### src/design/fm_pac_pkg.sv
package fm_pac_pkg;

   // One CPU bus cycle as seen by the cartridge slots.
   typedef struct packed {
      logic [15:0] addr;
      logic [7:0]  wdata;
      logic        cs;
      logic        rd;
      logic        wr;
      logic        mreq;
   } cpu_bus_t;

   // Request towards ROM or battery SRAM.
   typedef struct packed {
      logic [24:0] addr;
      logic        sram_cs;
      logic        sram_we;
   } mem_req_t;

   // One complete register write for the sound chip.
   typedef struct packed {
      logic [7:0] reg_index;
      logic [7:0] data;
   } opll_write_t;

   // Register offsets inside the 16 KiB cartridge window.
   localparam logic [13:0] reg_enable_ofs = 14'h3FF6;
   localparam logic [13:0] reg_bank_ofs   = 14'h3FF7;
   localparam logic [13:0] magic_lo_ofs   = 14'h1FFE;
   localparam logic [13:0] magic_hi_ofs   = 14'h1FFF;
   localparam logic [13:0] opll_addr_ofs  = 14'h3FF4;
   localparam logic [13:0] opll_data_ofs  = 14'h3FF5;

   // SRAM is writable only while the two magic bytes hold this value.
   localparam logic [15:0] sram_magic = 16'h694D;

endpackage

### src/design/opll_port_latch.sv
`timescale 1ns/100ps

module opll_port_latch (
   input  logic                    clk,
   input  logic                    reset,
   input  logic                    strobe,
   input  logic                    port,
   input  logic [7:0]              data,
   output fm_pac_pkg::opll_write_t wr_out,
   output logic                    wr_valid
);

   logic [7:0]              reg_index;
   fm_pac_pkg::opll_write_t record;

   // Port 0 selects the register, the index waits for the data write.
   always_ff @(posedge clk) begin
      if (strobe && !port) begin
         reg_index <= data;
      end
   end

   // Port 1 completes the pair and sends it out as one record.
   always_ff @(posedge clk) begin
      if (strobe && port) begin
         record.reg_index <= reg_index;
         record.data      <= data;
      end
   end

   always_ff @(posedge clk) begin
      if (reset) begin
         wr_valid <= 1'b0;
      end else begin
         wr_valid <= strobe & port;
      end
   end

   assign wr_out = record;

endmodule

### config.mk
export PLATFORM = sky130hd
export DESIGN_NAME = opll_port_latch
export DESIGN_NICKNAME = d
export VERILOG_FILES = /design/src/design/fm_pac_pkg.sv /design/src/design/opll_port_latch.sv
export SDC_FILE = /design/constraint.sdc
export NUM_CORES = 1
export LEC_CHECK = 0
export BUFFER_PORTS_ARGS = -buffer_cell sky130_fd_sc_hd__clkbuf_2
export CORE_UTILIZATION = 25
export CTS_CLUSTER_SIZE = 24
export DETAILED_ROUTE_END_ITERATION = 10
export GPL_TIMING_DRIVEN = 0
export HOLD_SLACK_MARGIN = 0.02
export SYNTH_ARGS = -nofsm -noshare
export SYNTH_HDL_FRONTEND = slang
export SYNTH_SLANG_ARGS = --single-unit
### constraint.sdc
create_clock -name clk -period 1.15 [get_ports clk]
set_clock_uncertainty 0.15 [all_clocks]
set_input_delay 0.0575 -clock clk [delete_from_list [all_inputs] [get_ports clk]]
set_output_delay 0.0575 -clock clk [all_outputs]
set_load 0.1 [all_outputs]
==> results of run 1 <==
-- Yosys cell counts --
master	n	area, um^2
edfxtp_1	24	721
and2_2	1	7.51
dfxtp_1	1	20.0
and3b_2	1	10.0
and2b_2	1	8.76
-- per-layer routing --
metal | global-route usage [%] | part of all wire [%]
met5 | 0 | 0
met4 | 5.23 | 0
met3 | 2.04 | 7.8
met2 | 13.5 | 53
met1 | 7.52 | 39
-- worst max-delay path by stage --
stage,start,endpoint,slack (ps),depth (start not counted)
6_report,wr_out[14],wr_out[14],9,1
5_1_grt,wr_out[10],wr_out[10],-30,1
4_1_cts,wr_out[14],wr_out[14],-30,1
3_5_place_dp,strobe,wr_out[15],80,2
3_3_place_gp,port,wr_out[7],120,2
2_1_floorplan,wr_valid,wr_valid,30,0
-- cells in the final DEF (no fill, tap or decap), drive strengths merged --
cell	count
clkbuf	15
dlygate4sd3	11
dfxtp	1
buf	16
and2b	1
clkinv	1
edfxtp	24
and2	1
and3b	1
-- power groups by stage --
stage	logic (mW)	clock network (mW)	registers, mW
after floorplan	0.0161	0	1.29
after global placement	0.278	0	1.08
after detailed placement	0.280	0	1.09
after CTS	0.353	0.390	1.07
after global routing	0.372	0.413	1.08
final	0.362	0.368	1.08
-- sequential cells by signal, summed over array words and instances (netlist names) --
signal,cells
reg_index,8
wr_valid,1
wr_out,16
-- metrics by stage --
stage | total power, mW | hold slack (ps) | setup TNS, ps | setup slack [ps]
2_1_floorplan | 1.31 | 6.37 | 0 | 33.5
3_3_place_gp | 1.36 | 99.6 | 0 | 115
3_5_place_dp | 1.37 | 103 | 0 | 82.4
6_report | 1.81 | 108 | 0 | 8.97
5_1_grt | 1.87 | 130 | -337 | -35.0
4_1_cts | 1.81 | 104 | -191 | -34.6
-- kinds of logic after synthesis --
| logic type | after synthesis | synth area share, % |
|---|---|---|
| DFF | 25 | 96.6 |
| and+or+nand+nor | 3 | 3.43 |
-- final cells by class --
class	instances	area, um^2	area share, %
Timing Repair Buffer	39	419	33.5
Tap cell	31	38.8	3.10
Clock inverter	1	5.00	0.400
Clock buffer	3	22.5	1.80
Sequential cell	25	741	59.1
Multi-Input combinational cell	3	26.3	2.10
-- timing repair --
action | 4_1_cts | 5_1_grt
setup endpoints to repair | 17 | 16
hold endpoints to repair | 17 | 0
gates resized for setup | 34 | 16
hold buffers | 11 | 0
==> results.toml, run 1 <==
[die]
die_h_um = 57.4
dieArea_mm2 = 0.00329
io_pins = 29
die_w_um = 57.4
rows = 19
start_util_pct = 27.1
core_area_mm2 = 0.00283

[global_routing]
grt_pass1_vias = 405
grt_usage_pct = 7.53
antenna_found_initial = 0
grt_max_degree = 17
grt_pass1_wl_um = 1730
grt_overflow_total = 0

[timing]
setup-violations-final = 0
slew_headroom_pct = 74.6
max_freq_ghz = 0.876
hold_viol_final = 0
rsz0062_at_grt = "yes"
post-route-period-util_pct = 99.2
finalCriticalPeriod_ps = 1140
tightest_slew_ps = 381
drv_slew = 0

[pwr]
p_sw_uw = 509
comb_power_share_pct = 20.0
power_density_mw_per_mm2 = 1440
clock_power_share_pct = 20.4
p_int_mw = 1.30
p_seq_share_pct = 59.6
peakVddDrop_uv = 402
switching_share_pct = 28.1
p_leak_nw = 0.483

[critical_path]
critPathMaxStageDelay_ps = 430
start_kind = "flip-flop"
cp_cell_sequence = "buf_8"
r2r-end = "wr_out[12]"
crit_slowest_cell = "edfxtp_1"
worst-r2r-setup-slack_ps = 370
crit_required_ps = 940
endpoint_kind = "primary output"
r2r-start = "reg_index[4]"
crit_buf_inv = 1
worst-setup-path-type = "reg2out"
cp_top_family = "flip-flops"
crit_path_max_fanout = 1
crit_arrival_ps = 930
reg2reg_depth = 0

[min_path]
min_path_type = "in2reg"
worstHoldEndpoint = "reg_index[6]"
hp-start = "strobe"
hold_depth = 2

[drt]
drc = 4
drt-initial-drc-count = 8
wl_per_cell_um = 11.7
wl_um = 1190
ant_nets = 0
vias = 407
vias_per_cell = 3.99
first_pass_iters = 7

[clock_network]
clkSlewWorstSetupHoldPaths_ps = 120
cts_made_buffers = 3
cts_tree = "built"
clock-root-buffer = "clkbuf_4"
h-tree-depth = 1
clock_path_buffers = 2
clock_sinks = 25
post-cts-setup-buffers = 0
clk_latency_ps = 300

[layout]
area_growth_pct = 63.3
fill_cells = 249
antenna_cells = 0
nNetsFinal = 84
fin_cells = 102
final_core_util_pct = 44.3
drive_above_1_share_pct = 49.3
stdcell_area_mm2 = 0.00125

[placed_design]
place_area_um2 = 946
globalplace.congestion = 0.616
portBuffers = 28
dp_cells = 87

[run]
maxCapViolations = 0

[logic_synthesis]
ys_seq_area_share_pct = 96.6
avgSynthCellArea_um2 = 27.4
ys_ff_latch = 25
syn_nets = 40
synth_cell_types = 5
yosys_warnings = 0
synthCells = 28
mappedNetlistArea_um2 = 767

[outcome]
status = "finished, violations left"
violations = "DRC"
Power figures use the tool's default switching activity.
==> inputs of run 2 (changes only) <==
--- a/config.mk
+++ b/config.mk
@@ -9,7 +9,6 @@
 export CORE_UTILIZATION = 25
 export CTS_CLUSTER_SIZE = 24
 export DETAILED_ROUTE_END_ITERATION = 10
-export GPL_TIMING_DRIVEN = 0
 export HOLD_SLACK_MARGIN = 0.02
 export SYNTH_ARGS = -nofsm -noshare
 export SYNTH_HDL_FRONTEND = slang
==> results.toml, run 2 (synthesis gave the netlist of run 1 again) <==
[placed_design]
portBuffers = 28
dp_cells = 88
globalplace.congestion = 0.651
post-place-ws_ps = 183
place_area_mm2 = 0.00122

[timing]
hold_slack_ps = 106
slew_headroom_pct = 85.9
drv_slew = 0
fin_ws_ps = -20.6
rsz0062_at_grt = "yes"
tightest_slew_ps = 211
finalCriticalPeriod_ps = 1170
max_freq_ghz = 0.854
setup-violations-final = 10
post-route-period-util_pct = 102
hold_viol_final = 0

[die]
die_w_um = 57.4
rows = 19
die_h_um = 57.4
dieArea_mm2 = 0.00329
start_util_pct = 27.1
core_area_mm2 = 0.00283
io_pins = 29

[layout]
layout_common_cells = "24 x edfxtp_1, 18 x buf_12, 11 x dlygate4sd3_1, 11 x clkbuf_2, 3 x clkbuf_4"
fill_cells = 250
fin_cells = 103
largest_reg_flops = 16
stdcell_area_mm2 = 0.00136
area_growth_pct = 77.2
nNetsFinal = 85
antenna_cells = 0
drive_above_1_share_pct = 50.0
mostFrequentLayoutCell = "edfxtp_1"

[critical_path]
reg2reg_depth = 0
crit_arrival_ps = 960
cp_cell_sequence = "buf_12"
r2r-end = "wr_out[13]"
endpoint_kind = "primary output"
crit_path_max_fanout = 1
worst-setup-path-type = "reg2out"
critPathMaxStageDelay_ps = 450
cp_top_family = "flip-flops"
crit_buf_inv = 1
crit_slowest_cell = "edfxtp_1"
start_kind = "flip-flop"
r2r-start = "reg_index[5]"
worst-r2r-setup-slack_ps = 340
crit_required_ps = 940

[drt]
drt-initial-drc-count = 10
wl_um = 1210
first_pass_iters = 6
wl_per_cell_um = 11.7
ant_nets = 0
drc = 4
vias_per_cell = 4.08
vias = 420

[outcome]
violations = "DRC, setup timing"
status = "finished, violations left"

[clock_network]
clock_path_buffers = 2
cts_tree = "built"
cts_made_buffers = 3
clock-root-buffer = "clkbuf_4"
h-tree-depth = 1
clkSlewWorstSetupHoldPaths_ps = 130
clk_latency_ps = 320
clock_sinks = 25
post-cts-setup-buffers = 0
cts_resized = 0

[min_path]
hold_depth = 3
hp-start = "port"
min_path_type = "in2reg"
worstHoldEndpoint = "wr_out[1]"

[global_routing]
grt_pass1_vias = 395
grt_usage_pct = 8.23
grt_overflow_total = 0
grt_pass1_wl_um = 1860
antenna_found_initial = 0
grt_max_degree = 17

[pwr]
p_int_mw = 1.34
p_leak_nw = 0.525
p_sw_uw = 529
power_density_mw_per_mm2 = 1370
peakVddDrop_uv = 460
clock_power_share_pct = 20.4
p_seq_share_pct = 58.0
comb_power_share_pct = 21.6
switching_share_pct = 28.3

[run]
maxCapViolations = 0
run 2: layer usage:
metal,global-route usage (%),vias to the layer above,share of wire [%]
met4,6.27,0,2.3
met2,12.0,23,49
met1,9.97,195,40
met5,0,-,0
li1,-,199,-
met3,2.95,3,7.7
run 2: area by class of cell:
type	instances	area (um^2)	area share, %
Sequential cell	25	741	54.5
Multi-Input combinational cell	3	26.3	1.93
Tap cell	31	38.8	2.85
Clock buffer	3	22.5	1.66
Timing Repair Buffer	40	526	38.7
Clock inverter	1	5.00	0.368
run 2: power by group through the flow:
stage | Sequential [mW] | Combinational [mW] | Clock [mW]
2_1_floorplan | 1.29 | 0.0161 | 0
3_3_place_gp | 1.10 | 0.373 | 0
3_5_place_dp | 1.11 | 0.376 | 0
4_1_cts | 1.08 | 0.405 | 0.390
5_1_grt | 1.09 | 0.413 | 0.435
6_report | 1.08 | 0.402 | 0.382
run 2: how the worst max path moves through the flow:
stage | slack (ps) | start | endpoint | depth (start not counted)
after detailed placement | 180 | port | reg_index[6] | 2
after floorplan | 30 | wr_valid | wr_valid | 0
after global routing | -60 | wr_out[8] | wr_out[8] | 1
after CTS | -30 | wr_out[1] | wr_out[1] | 1
after global placement | 230 | port | reg_index[7] | 2
final | -20 | wr_out[1] | wr_out[1] | 1
run 2: per-stage QoR:
step / utilization [%] / setup TNS, ps / power (mW)
global placement: 43.2 / 0 / 1.48
floorplan: - / 0 / 1.31
global route: 48.0 / -728 / 1.94
detailed placement: 43.2 / 0 / 1.48
finish: 48.0 / -91.9 / 1.87
CTS: 48.0 / -267 / 1.88
run 2: repair_timing:
item / in CTS / in global routing
cloned: 0 / 0
endpoints found under the hold margin: 17 / 0
hold buffers: 11 / 0
setup endpoints to repair: 16 / 16
