<file path="src/design/fm_pac_pkg.sv">
package fm_pac_pkg;

   // One CPU bus cycle as seen by the cartridge slots.
   typedef struct packed {
      logic [15:0] addr;
      logic [7:0]  wdata;
      logic        cs;
      logic        rd;
      logic        wr;
      logic        mreq;
   } cpu_bus_t;

   // Request towards ROM or battery SRAM.
   typedef struct packed {
      logic [24:0] addr;
      logic        sram_cs;
      logic        sram_we;
   } mem_req_t;

   // One complete register write for the sound chip.
   typedef struct packed {
      logic [7:0] reg_index;
      logic [7:0] data;
   } opll_write_t;

   // Register offsets inside the 16 KiB cartridge window.
   localparam logic [13:0] reg_enable_ofs = 14'h3FF6;
   localparam logic [13:0] reg_bank_ofs   = 14'h3FF7;
   localparam logic [13:0] magic_lo_ofs   = 14'h1FFE;
   localparam logic [13:0] magic_hi_ofs   = 14'h1FFF;
   localparam logic [13:0] opll_addr_ofs  = 14'h3FF4;
   localparam logic [13:0] opll_data_ofs  = 14'h3FF5;

   // SRAM is writable only while the two magic bytes hold this value.
   localparam logic [15:0] sram_magic = 16'h694D;

endpackage

</file>
<file path="src/design/fm_pac_mapper.sv">
`timescale 1ns/100ps

module fm_pac_mapper #(
   parameter int sram_addr_bits = 13
) (
   input  logic                 clk,
   input  logic                 reset,
   input  fm_pac_pkg::cpu_bus_t bus,
   output logic [7:0]           reg_rdata,
   output logic                 reg_hit,
   output fm_pac_pkg::mem_req_t mem,
   output logic                 opll_strobe,
   output logic                 opll_port,
   output logic [7:0]           opll_data,
   output logic                 opll_io_enable
);

   logic [7:0]  enable;
   logic [1:0]  bank;
   logic [7:0]  magic_lo;
   logic [7:0]  magic_hi;
   logic        last_rw;
   logic [13:0] ofs;
   logic        wr_cycle;
   logic        rd_cycle;
   logic        unlocked;
   logic        sram_cs;

   assign ofs      = bus.addr[13:0];
   assign wr_cycle = bus.cs & bus.wr & bus.mreq;
   assign rd_cycle = bus.cs & bus.rd & bus.mreq;
   assign unlocked = ({magic_hi, magic_lo} == fm_pac_pkg::sram_magic);

   assign opll_io_enable = enable[0];

   // Writes to either OPLL port are passed on as a strobe with the port bit.
   assign opll_strobe = wr_cycle & ((ofs == fm_pac_pkg::opll_addr_ofs) |
                                    (ofs == fm_pac_pkg::opll_data_ofs));
   assign opll_port   = bus.addr[0];
   assign opll_data   = bus.wdata;

   // The magic bytes only read back once SRAM has been unlocked.
   always_comb begin
      reg_hit   = 1'b0;
      reg_rdata = 8'hFF;
      if (ofs == fm_pac_pkg::reg_enable_ofs) begin
         reg_hit   = rd_cycle;
         reg_rdata = enable;
      end else if (ofs == fm_pac_pkg::reg_bank_ofs) begin
         reg_hit   = rd_cycle;
         reg_rdata = {6'b000000, bank};
      end else if (ofs == fm_pac_pkg::magic_lo_ofs && unlocked) begin
         reg_hit   = rd_cycle;
         reg_rdata = magic_lo;
      end else if (ofs == fm_pac_pkg::magic_hi_ofs && unlocked) begin
         reg_hit   = rd_cycle;
         reg_rdata = magic_hi;
      end
   end

   always_ff @(posedge clk) begin
      if (reset) begin
         enable   <= 8'h00;
         bank     <= 2'b00;
         magic_lo <= 8'h00;
         magic_hi <= 8'h00;
         last_rw  <= 1'b0;
      end else begin
         last_rw <= bus.rd | bus.wr;
         if (wr_cycle) begin
            case (ofs)
               fm_pac_pkg::magic_lo_ofs: begin
                  if (!enable[4]) begin
                     magic_lo <= bus.wdata;
                  end
               end
               fm_pac_pkg::magic_hi_ofs: begin
                  if (!enable[4]) begin
                     magic_hi <= bus.wdata;
                  end
               end
               fm_pac_pkg::reg_enable_ofs: begin
                  enable <= bus.wdata & 8'h11;
                  // With the lock bit already set, rewriting enable drops the unlock.
                  if (enable[4]) begin
                     magic_lo <= 8'h00;
                     magic_hi <= 8'h00;
                  end
               end
               fm_pac_pkg::reg_bank_ofs: begin
                  bank <= bus.wdata[1:0];
               end
               default: begin
               end
            endcase
         end
      end
   end

   // A write selects SRAM only in its first cycle, so a held write is stored once.
   assign sram_cs = bus.cs & unlocked & ~bus.addr[13] &
                    ((~last_rw & bus.wr) | bus.rd);

   always_comb begin
      mem.sram_cs = sram_cs;
      mem.sram_we = sram_cs & bus.wr & bus.mreq;
      if (sram_cs) begin
         mem.addr = 25'(bus.addr[sram_addr_bits-1:0]);
      end else begin
         mem.addr = 25'({bank, ofs});
      end
   end

endmodule

</file>
<file path="config.mk">
export PLATFORM = sky130hd
export DESIGN_NAME = fm_pac_mapper
export DESIGN_NICKNAME = d
export VERILOG_FILES = /design/src/design/fm_pac_pkg.sv /design/src/design/fm_pac_mapper.sv
export SDC_FILE = /design/constraint.sdc
export NUM_CORES = 1
export LEC_CHECK = 0
export ABC_CLOCK_PERIOD_IN_PS = 2400
export BUFFER_PORTS_ARGS = -buffer_cell sky130_fd_sc_hd__buf_2
export CAP_MARGIN = 30
export CORE_ASPECT_RATIO = 1.5
export CORE_UTILIZATION = 28
export DETAILED_ROUTE_END_ITERATION = 8
export GPL_ROUTABILITY_DRIVEN = 0
export PLACE_DENSITY = 0.54
export SYNTH_ARGS = -nofsm -noshare
export SYNTH_HDL_FRONTEND = slang
export SYNTH_SLANG_ARGS = --single-unit
</file>
<file path="constraint.sdc">
create_clock -name clk -period 2.4 [get_ports clk]
set_input_delay 0.36 -clock clk [delete_from_list [all_inputs] [get_ports clk]]
set_output_delay 0.36 -clock clk [all_outputs]
set_load 0.05 [all_outputs]
</file>
==> results.txt, run 1 <==
outcome: complete, but fails checks
failing checks: DRC
CP startpoint: magic_hi[5]
sequential power share: 45.8%
fin nets: 218
Reg clk slew, reported paths: 70 ps
worst path arrival time: 1890 ps
Hold Buf Count CTS: 0
Max-cap violations: 0
synth-to-layout area growth: 21.18%
Mapped Cells: 140
Critical Path Sink: reg_rdata[4]
Static Leak: 0.7020 nW
Clock Tree Buf Depth: 2
Yosys reg bits: 21
Num CTS Buffers: 3
critical path depth: 7
DR DRC count: 10
die height: 85.82 um
global-route wire length before repair: 4.657 mm
H-tree depth: 1
R2R Path End: magic_hi[7]
largest net degree at the start of global routing: 12
die area: 4967 um2
Non-Filler Instances: 235
power per cell area: 480.4 nW/um2
fin crit period: 2255 ps
routed vias: 1,111
worst reg2reg path depth: 4
CP required: 2040 ps
Register Area: 420.4 um2
CP max stage cell: dfxtp_1
cell area after synthesis: 1311 um2
top post-synthesis cells by area: dfxtp_1 32%, buf_4 19%, a22o_1 10%
FF-to-FF setup slack: 720 ps
Port Buffers: 65
Worst IR Drop VDD: 367.3 uV
unrepaired setup endpoints after global routing: false
Total Wirelength: 3.096 mm
area of the multi-input gates: 674.4 um2
placed cell count: 229
maximum achievable frequency: 443.5 MHz
CP max FO: 3
DIE WIDTH: 57.88 um
Setup-failing EPs final: 0
Layout Skew: 1.332 ps
Sw Share: 33.52%
Initial DRC Count: 37
top cell family by delay on the critical path: simple AND/OR/NAND/NOR gates
initial antenna violation count: 0
final hold vios: 0
Avg WL per Cell: 13.17 um
Rel. slew slack: 64.98%
clock share of power: 28.6%
ANT nets after route: 0
NetSw: 0.2559 mW
clock sink count: 21
number of placement rows: 30
worst r2r src: enable[4]
Buf+Inv Stages, Crit Path: 2
IO Pins: 77
Final Cycle Share: 93.95%
area leader, netlist: dfxtp_1
Worst-Skew Late Latency: 250 ps
Crit Path Category: reg -> out
CTS tree: done
HPWL after DPL: 2.486 mm
Core ar.: 4504 um2
CP endpoint kind: output port
post-synth cell types: 33
hold slack: 346.7 ps
Setup TNS: 0 ps
vias per inst: 4.728
Worst setup SP type: flop
max-slew violation count: 0
Cell Int Power: 0.5075 mW
Antenna Diode Count: 0
vias in the first global route: 1,022
Slew @ Worst Pin: 523.3 ps
Mapped Avg Cell Area: 9.366 um2
area share of the largest cell type after synthesis: 32.06%
Layout fillers: 490
Seq/Total Area, Yosys: 32.06%
Overall Global Routing Usage: 11.94%
design area: 1589 um2
Tot Pwr: 0.7634 mW
CP cell instances: nor4bb_1 -> nand4_1 -> buf_4 -> nor2_2 -> o21ai_1 -> a31o_2 -> buf_2
layout cells sized above 1: 48.13%
Hold Path Class: in -> reg
GRT overflow: 0
Initial Util: 29.11%
Cell Area, Placed: 1499 um2
Root Buffer: clkbuf_8
logic gate share of total power: 25.6%
Yosys Warn Count: 0
Critical Path Max Stage Delay: 330 ps
drt pass-1 iters: 6
[cell families after synthesis]
group	Yosys count	synth area share, %
compound gates	26	14.60
buf+inv	40	21.56
flops	21	32.06
mux	5	3.817
other cells	1	0.2860
simple gates	47	27.67
[power groups by stage]
stage	combinational [mW]	sequential, mW	clock (mW)
after floorplan	0.173	0.358	0
after global placement	0.194	0.358	0
after detailed placement	0.194	0.358	0
after CTS	0.195	0.349	0.230
after global routing	0.206	0.350	0.247
final	0.195	0.350	0.219
[flip-flops by register name, indices dropped and copies added (netlist names)]
name,count
last_rw,1
enable,2
bank,2
magic_lo,8
magic_hi,8
[how the worst min path moves through the flow]
stage                      startpoint          end  slack (ps)  cells past startpoint
after floorplan           magic_hi[6]  magic_hi[6]         440                      1
after detailed placement  magic_hi[0]  magic_hi[0]         460                      2
after global routing          bus[11]  magic_lo[7]         340                      2
after global placement    magic_hi[0]  magic_hi[0]         460                      2
final                          bus[7]  magic_hi[3]         350                      2
after CTS                     bus[11]  magic_lo[7]         340                      2
[metal layers]
metal / track usage, % / share of wire [%] / up-vias
li1: - / - / 557
met1: 13.10 / 40 / 495
met2: 23.51 / 53 / 57
met3: 1.056 / 6.3 / 2
met4: 3.247 / 0.45 / 0
met5: 0 / 0 / -
[timing repair]
action	4_1_cts	5_1_grt
gates resized for setup	1	4
endpoints found under the hold margin	0	0
buffers inserted	1	1
pin swaps	1	1
gates cloned	0	0
endpoints found under the setup margin	5	8
[cells in the final DEF (no fill, tap or decap), types with 4 or more instances in the layout]
master	netlist	final
a21oi_1	4	4
a22o_1	15	15
buf_2	1	65
buf_4	33	7
conb_1	1	9
dfxtp_1	21	21
mux2i_1	5	5
nand2_1	4	4
nor2_1	10	9
nor2b_1	4	4
o21ai_0	5	4
[worst register-to-register path, delay by kind of cell (launching register included)]
kind	cells	cell delay, ps
simple gates	2	750
flops	1	370
compound gates	2	470
[synth_stat cells]
cell,n
nor4_1,1
and3_1,1
nor4b_4,1
conb_1,1
nor4_4,3
nor3_1,3
buf_4,33
or3_1,1
and4b_1,1
nor4b_1,2
a22o_1,15
nor3_4,1
or4_4,2
nor4bb_1,2
nor2b_1,4
buf_6,1
nand4_1,3
nand3_1,2
nand2_1,4
a21oi_1,4
inv_1,3
nor2_1,10
clkbuf_1,2
dfxtp_1,21
a31oi_1,1
o21ai_0,5
nand3_2,1
or4_1,1
mux2i_1,5
a31o_2,1
nand4_2,1
buf_2,1
nand2b_1,3
[metrics by stage]
step / worst slack, ps / util, %
3_5_place_dp: 120.6 / 33.28
3_3_place_gp: 140.1 / 33.28
6_report: 145.2 / 35.28
2_1_floorplan: -100.3 / -
4_1_cts: 4.494 / 34.58
5_1_grt: 20.71 / 35.28
[area by class of cell]
class | instances | area share [%]
clock buffers | 4 | 2.835
inverters | 3 | 0.7087
multi-input cells | 87 | 42.44
flip-flops and latches | 21 | 26.46
well taps | 48 | 3.780
repair buffers | 72 | 23.78
Power figures use the tool's default switching activity.
==> run 2: changes to the inputs <==
--- a/config.mk
+++ b/config.mk
@@ -6,13 +6,14 @@
 export NUM_CORES = 1
 export LEC_CHECK = 0
 export ABC_CLOCK_PERIOD_IN_PS = 2400
-export BUFFER_PORTS_ARGS = -buffer_cell sky130_fd_sc_hd__buf_2
 export CAP_MARGIN = 30
 export CORE_ASPECT_RATIO = 1.5
 export CORE_UTILIZATION = 28
 export DETAILED_ROUTE_END_ITERATION = 8
+export DONT_BUFFER_PORTS = 1
 export GPL_ROUTABILITY_DRIVEN = 0
-export PLACE_DENSITY = 0.54
+export GPL_TIMING_DRIVEN = 0
+export PLACE_DENSITY = 0.37
 export SYNTH_ARGS = -nofsm -noshare
 export SYNTH_HDL_FRONTEND = slang
 export SYNTH_SLANG_ARGS = --single-unit
==> results.txt, run 2 (synthesis gave the netlist of run 1 again) <==
DIE WIDTH: 57.88 um
Antenna Diode Count: 0
CP required: 2040 ps
Reg clk slew, reported paths: 70 ps
largest net degree at the start of global routing: 12
Final Cycle Share: 95.85%
IO Pins: 77
GRT overflow: 0
H-tree depth: 1
Slew @ Worst Pin: 954.0 ps
routed vias: 1,030
Layout Skew: 1.849 ps
vias per inst: 4.976
ANT nets after route: 0
fin nets: 190
CP endpoint kind: output port
Non-Filler Instances: 207
DR DRC count: 5
Worst-Skew Late Latency: 250 ps
Avg WL per Cell: 14.85 um
max-slew violation count: 0
Overall Global Routing Usage: 12.57%
most frequent cells in the layout: 39 x buf_4, 21 x dfxtp_1, 15 x a22o_1
Worst setup SP type: flop
CP max stage cell: nor4bb_1
drt pass-1 iters: 6
design area: 1531 um2
CTS tree: done
Static Leak: 0.6185 nW
vias in the first global route: 982
Root Buffer: clkbuf_8
layout cells sized above 1: 37.11%
global-route wire length before repair: 4.823 mm
placed cell count: 201
Core ar.: 4504 um2
worst hold path stage count: 2
fin crit period: 2300 ps
Layout fillers: 497
Num CTS Buffers: 3
number of placement rows: 30
worst reg2reg path depth: 4
outcome: complete, but fails checks
Setup-failing EPs final: 0
most common cell after layout, fill and taps aside: buf_4
failing checks: DRC
HPWL after DPL: 2.453 mm
Cell Area, Placed: 1441 um2
unrepaired setup endpoints after global routing: false
initial antenna violation count: 0
clock sink count: 21
Hold Path Class: in -> reg
die height: 85.82 um
final hold vios: 0
Initial Util: 29.11%
maximum achievable frequency: 434.7 MHz
Rel. slew slack: 35.97%
Port Buffers: 0
CP cell instances: nor4bb_1 -> nand4_1 -> buf_4 -> nor2_1 -> o21ai_1 -> buf_1 -> nor2_4
die area: 4967 um2
Critical Path Max Stage Delay: 350 ps
worst path arrival time: 1940 ps
Total Wirelength: 3.073 mm
Max-cap violations: 0
Worst IR Drop VDD: 288.6 uV
largest registers: magic_hi: 8 flops, magic_lo: 8 flops
post-place setup slack: -101.8 ps
Clock Tree Buf Depth: 2
CP max FO: 3
synth-to-layout area growth: 16.79%
Crit Path Category: reg -> out
Hold Buf Count CTS: 0
power per cell area: 495.4 nW/um2
Setup WS post-layout: 99.71 ps
Initial DRC Count: 50
run 2: worst paths after layout:
path	slack (ps)	endpoint	from
max	100	reg_hit	magic_lo[0]
max reg2reg	740	magic_hi[3]	enable[4]
min	220	last_rw	bus[2]
min reg2reg	480	magic_hi[0]	magic_hi[0]
run 2: metrics by stage:
step                      hold WS, ps  power, mW  TNS [ps]  utilization (%)
after CTS                       220.8     0.7661         0            33.86
after detailed placement        459.4     0.5394    -194.3            32.00
after global routing            209.7     0.7944         0            34.00
after global placement          456.6     0.5400    -508.3            31.25
final                           220.3     0.7588         0            34.00
after floorplan                 440.1     0.5307    -100.3                -
run 2: area by class of cell:
class	count	area, um2	area share, %
inverters	3	11.26	0.7353
multi-input cells	87	674.4	44.04
plain buffers	37	271.5	17.73
flip-flops and latches	21	420.4	27.45
clock buffers	4	45.04	2.941
well taps	48	60.06	3.922
repair buffers	7	48.80	3.186
run 2: what timing repair did:
action,in CTS,in global routing
cloned,0,0
resized for setup,5,1
buffers inserted,2,0
setup endpoints to repair,5,1
pin swaps,1,1
run 2: worst max-delay path: cells and delay by family, from the launching register on:
family | cells | cell delay [ps]
AND/OR/NAND/NOR | 4 | 890
buffers and inverters | 2 | 350
flip-flops | 1 | 330
AO/OA/AOI/OAI | 1 | 110
run 2: power by group:
group / switching [mW] / total, mW / internal, mW
combinational: 0.138 / 0.183 / 0.0452
sequential: 0.000221 / 0.349 / 0.349
clock: 0.108 / 0.226 / 0.118
run 2: metal layers:
metal,part of all wire (%),global-route usage (%),up-vias
li1,-,-,502
met1,42,15.27,487
met2,52,21.84,37
met3,3.9,1.659,4
met4,1.3,5.195,0
met5,0,0,-
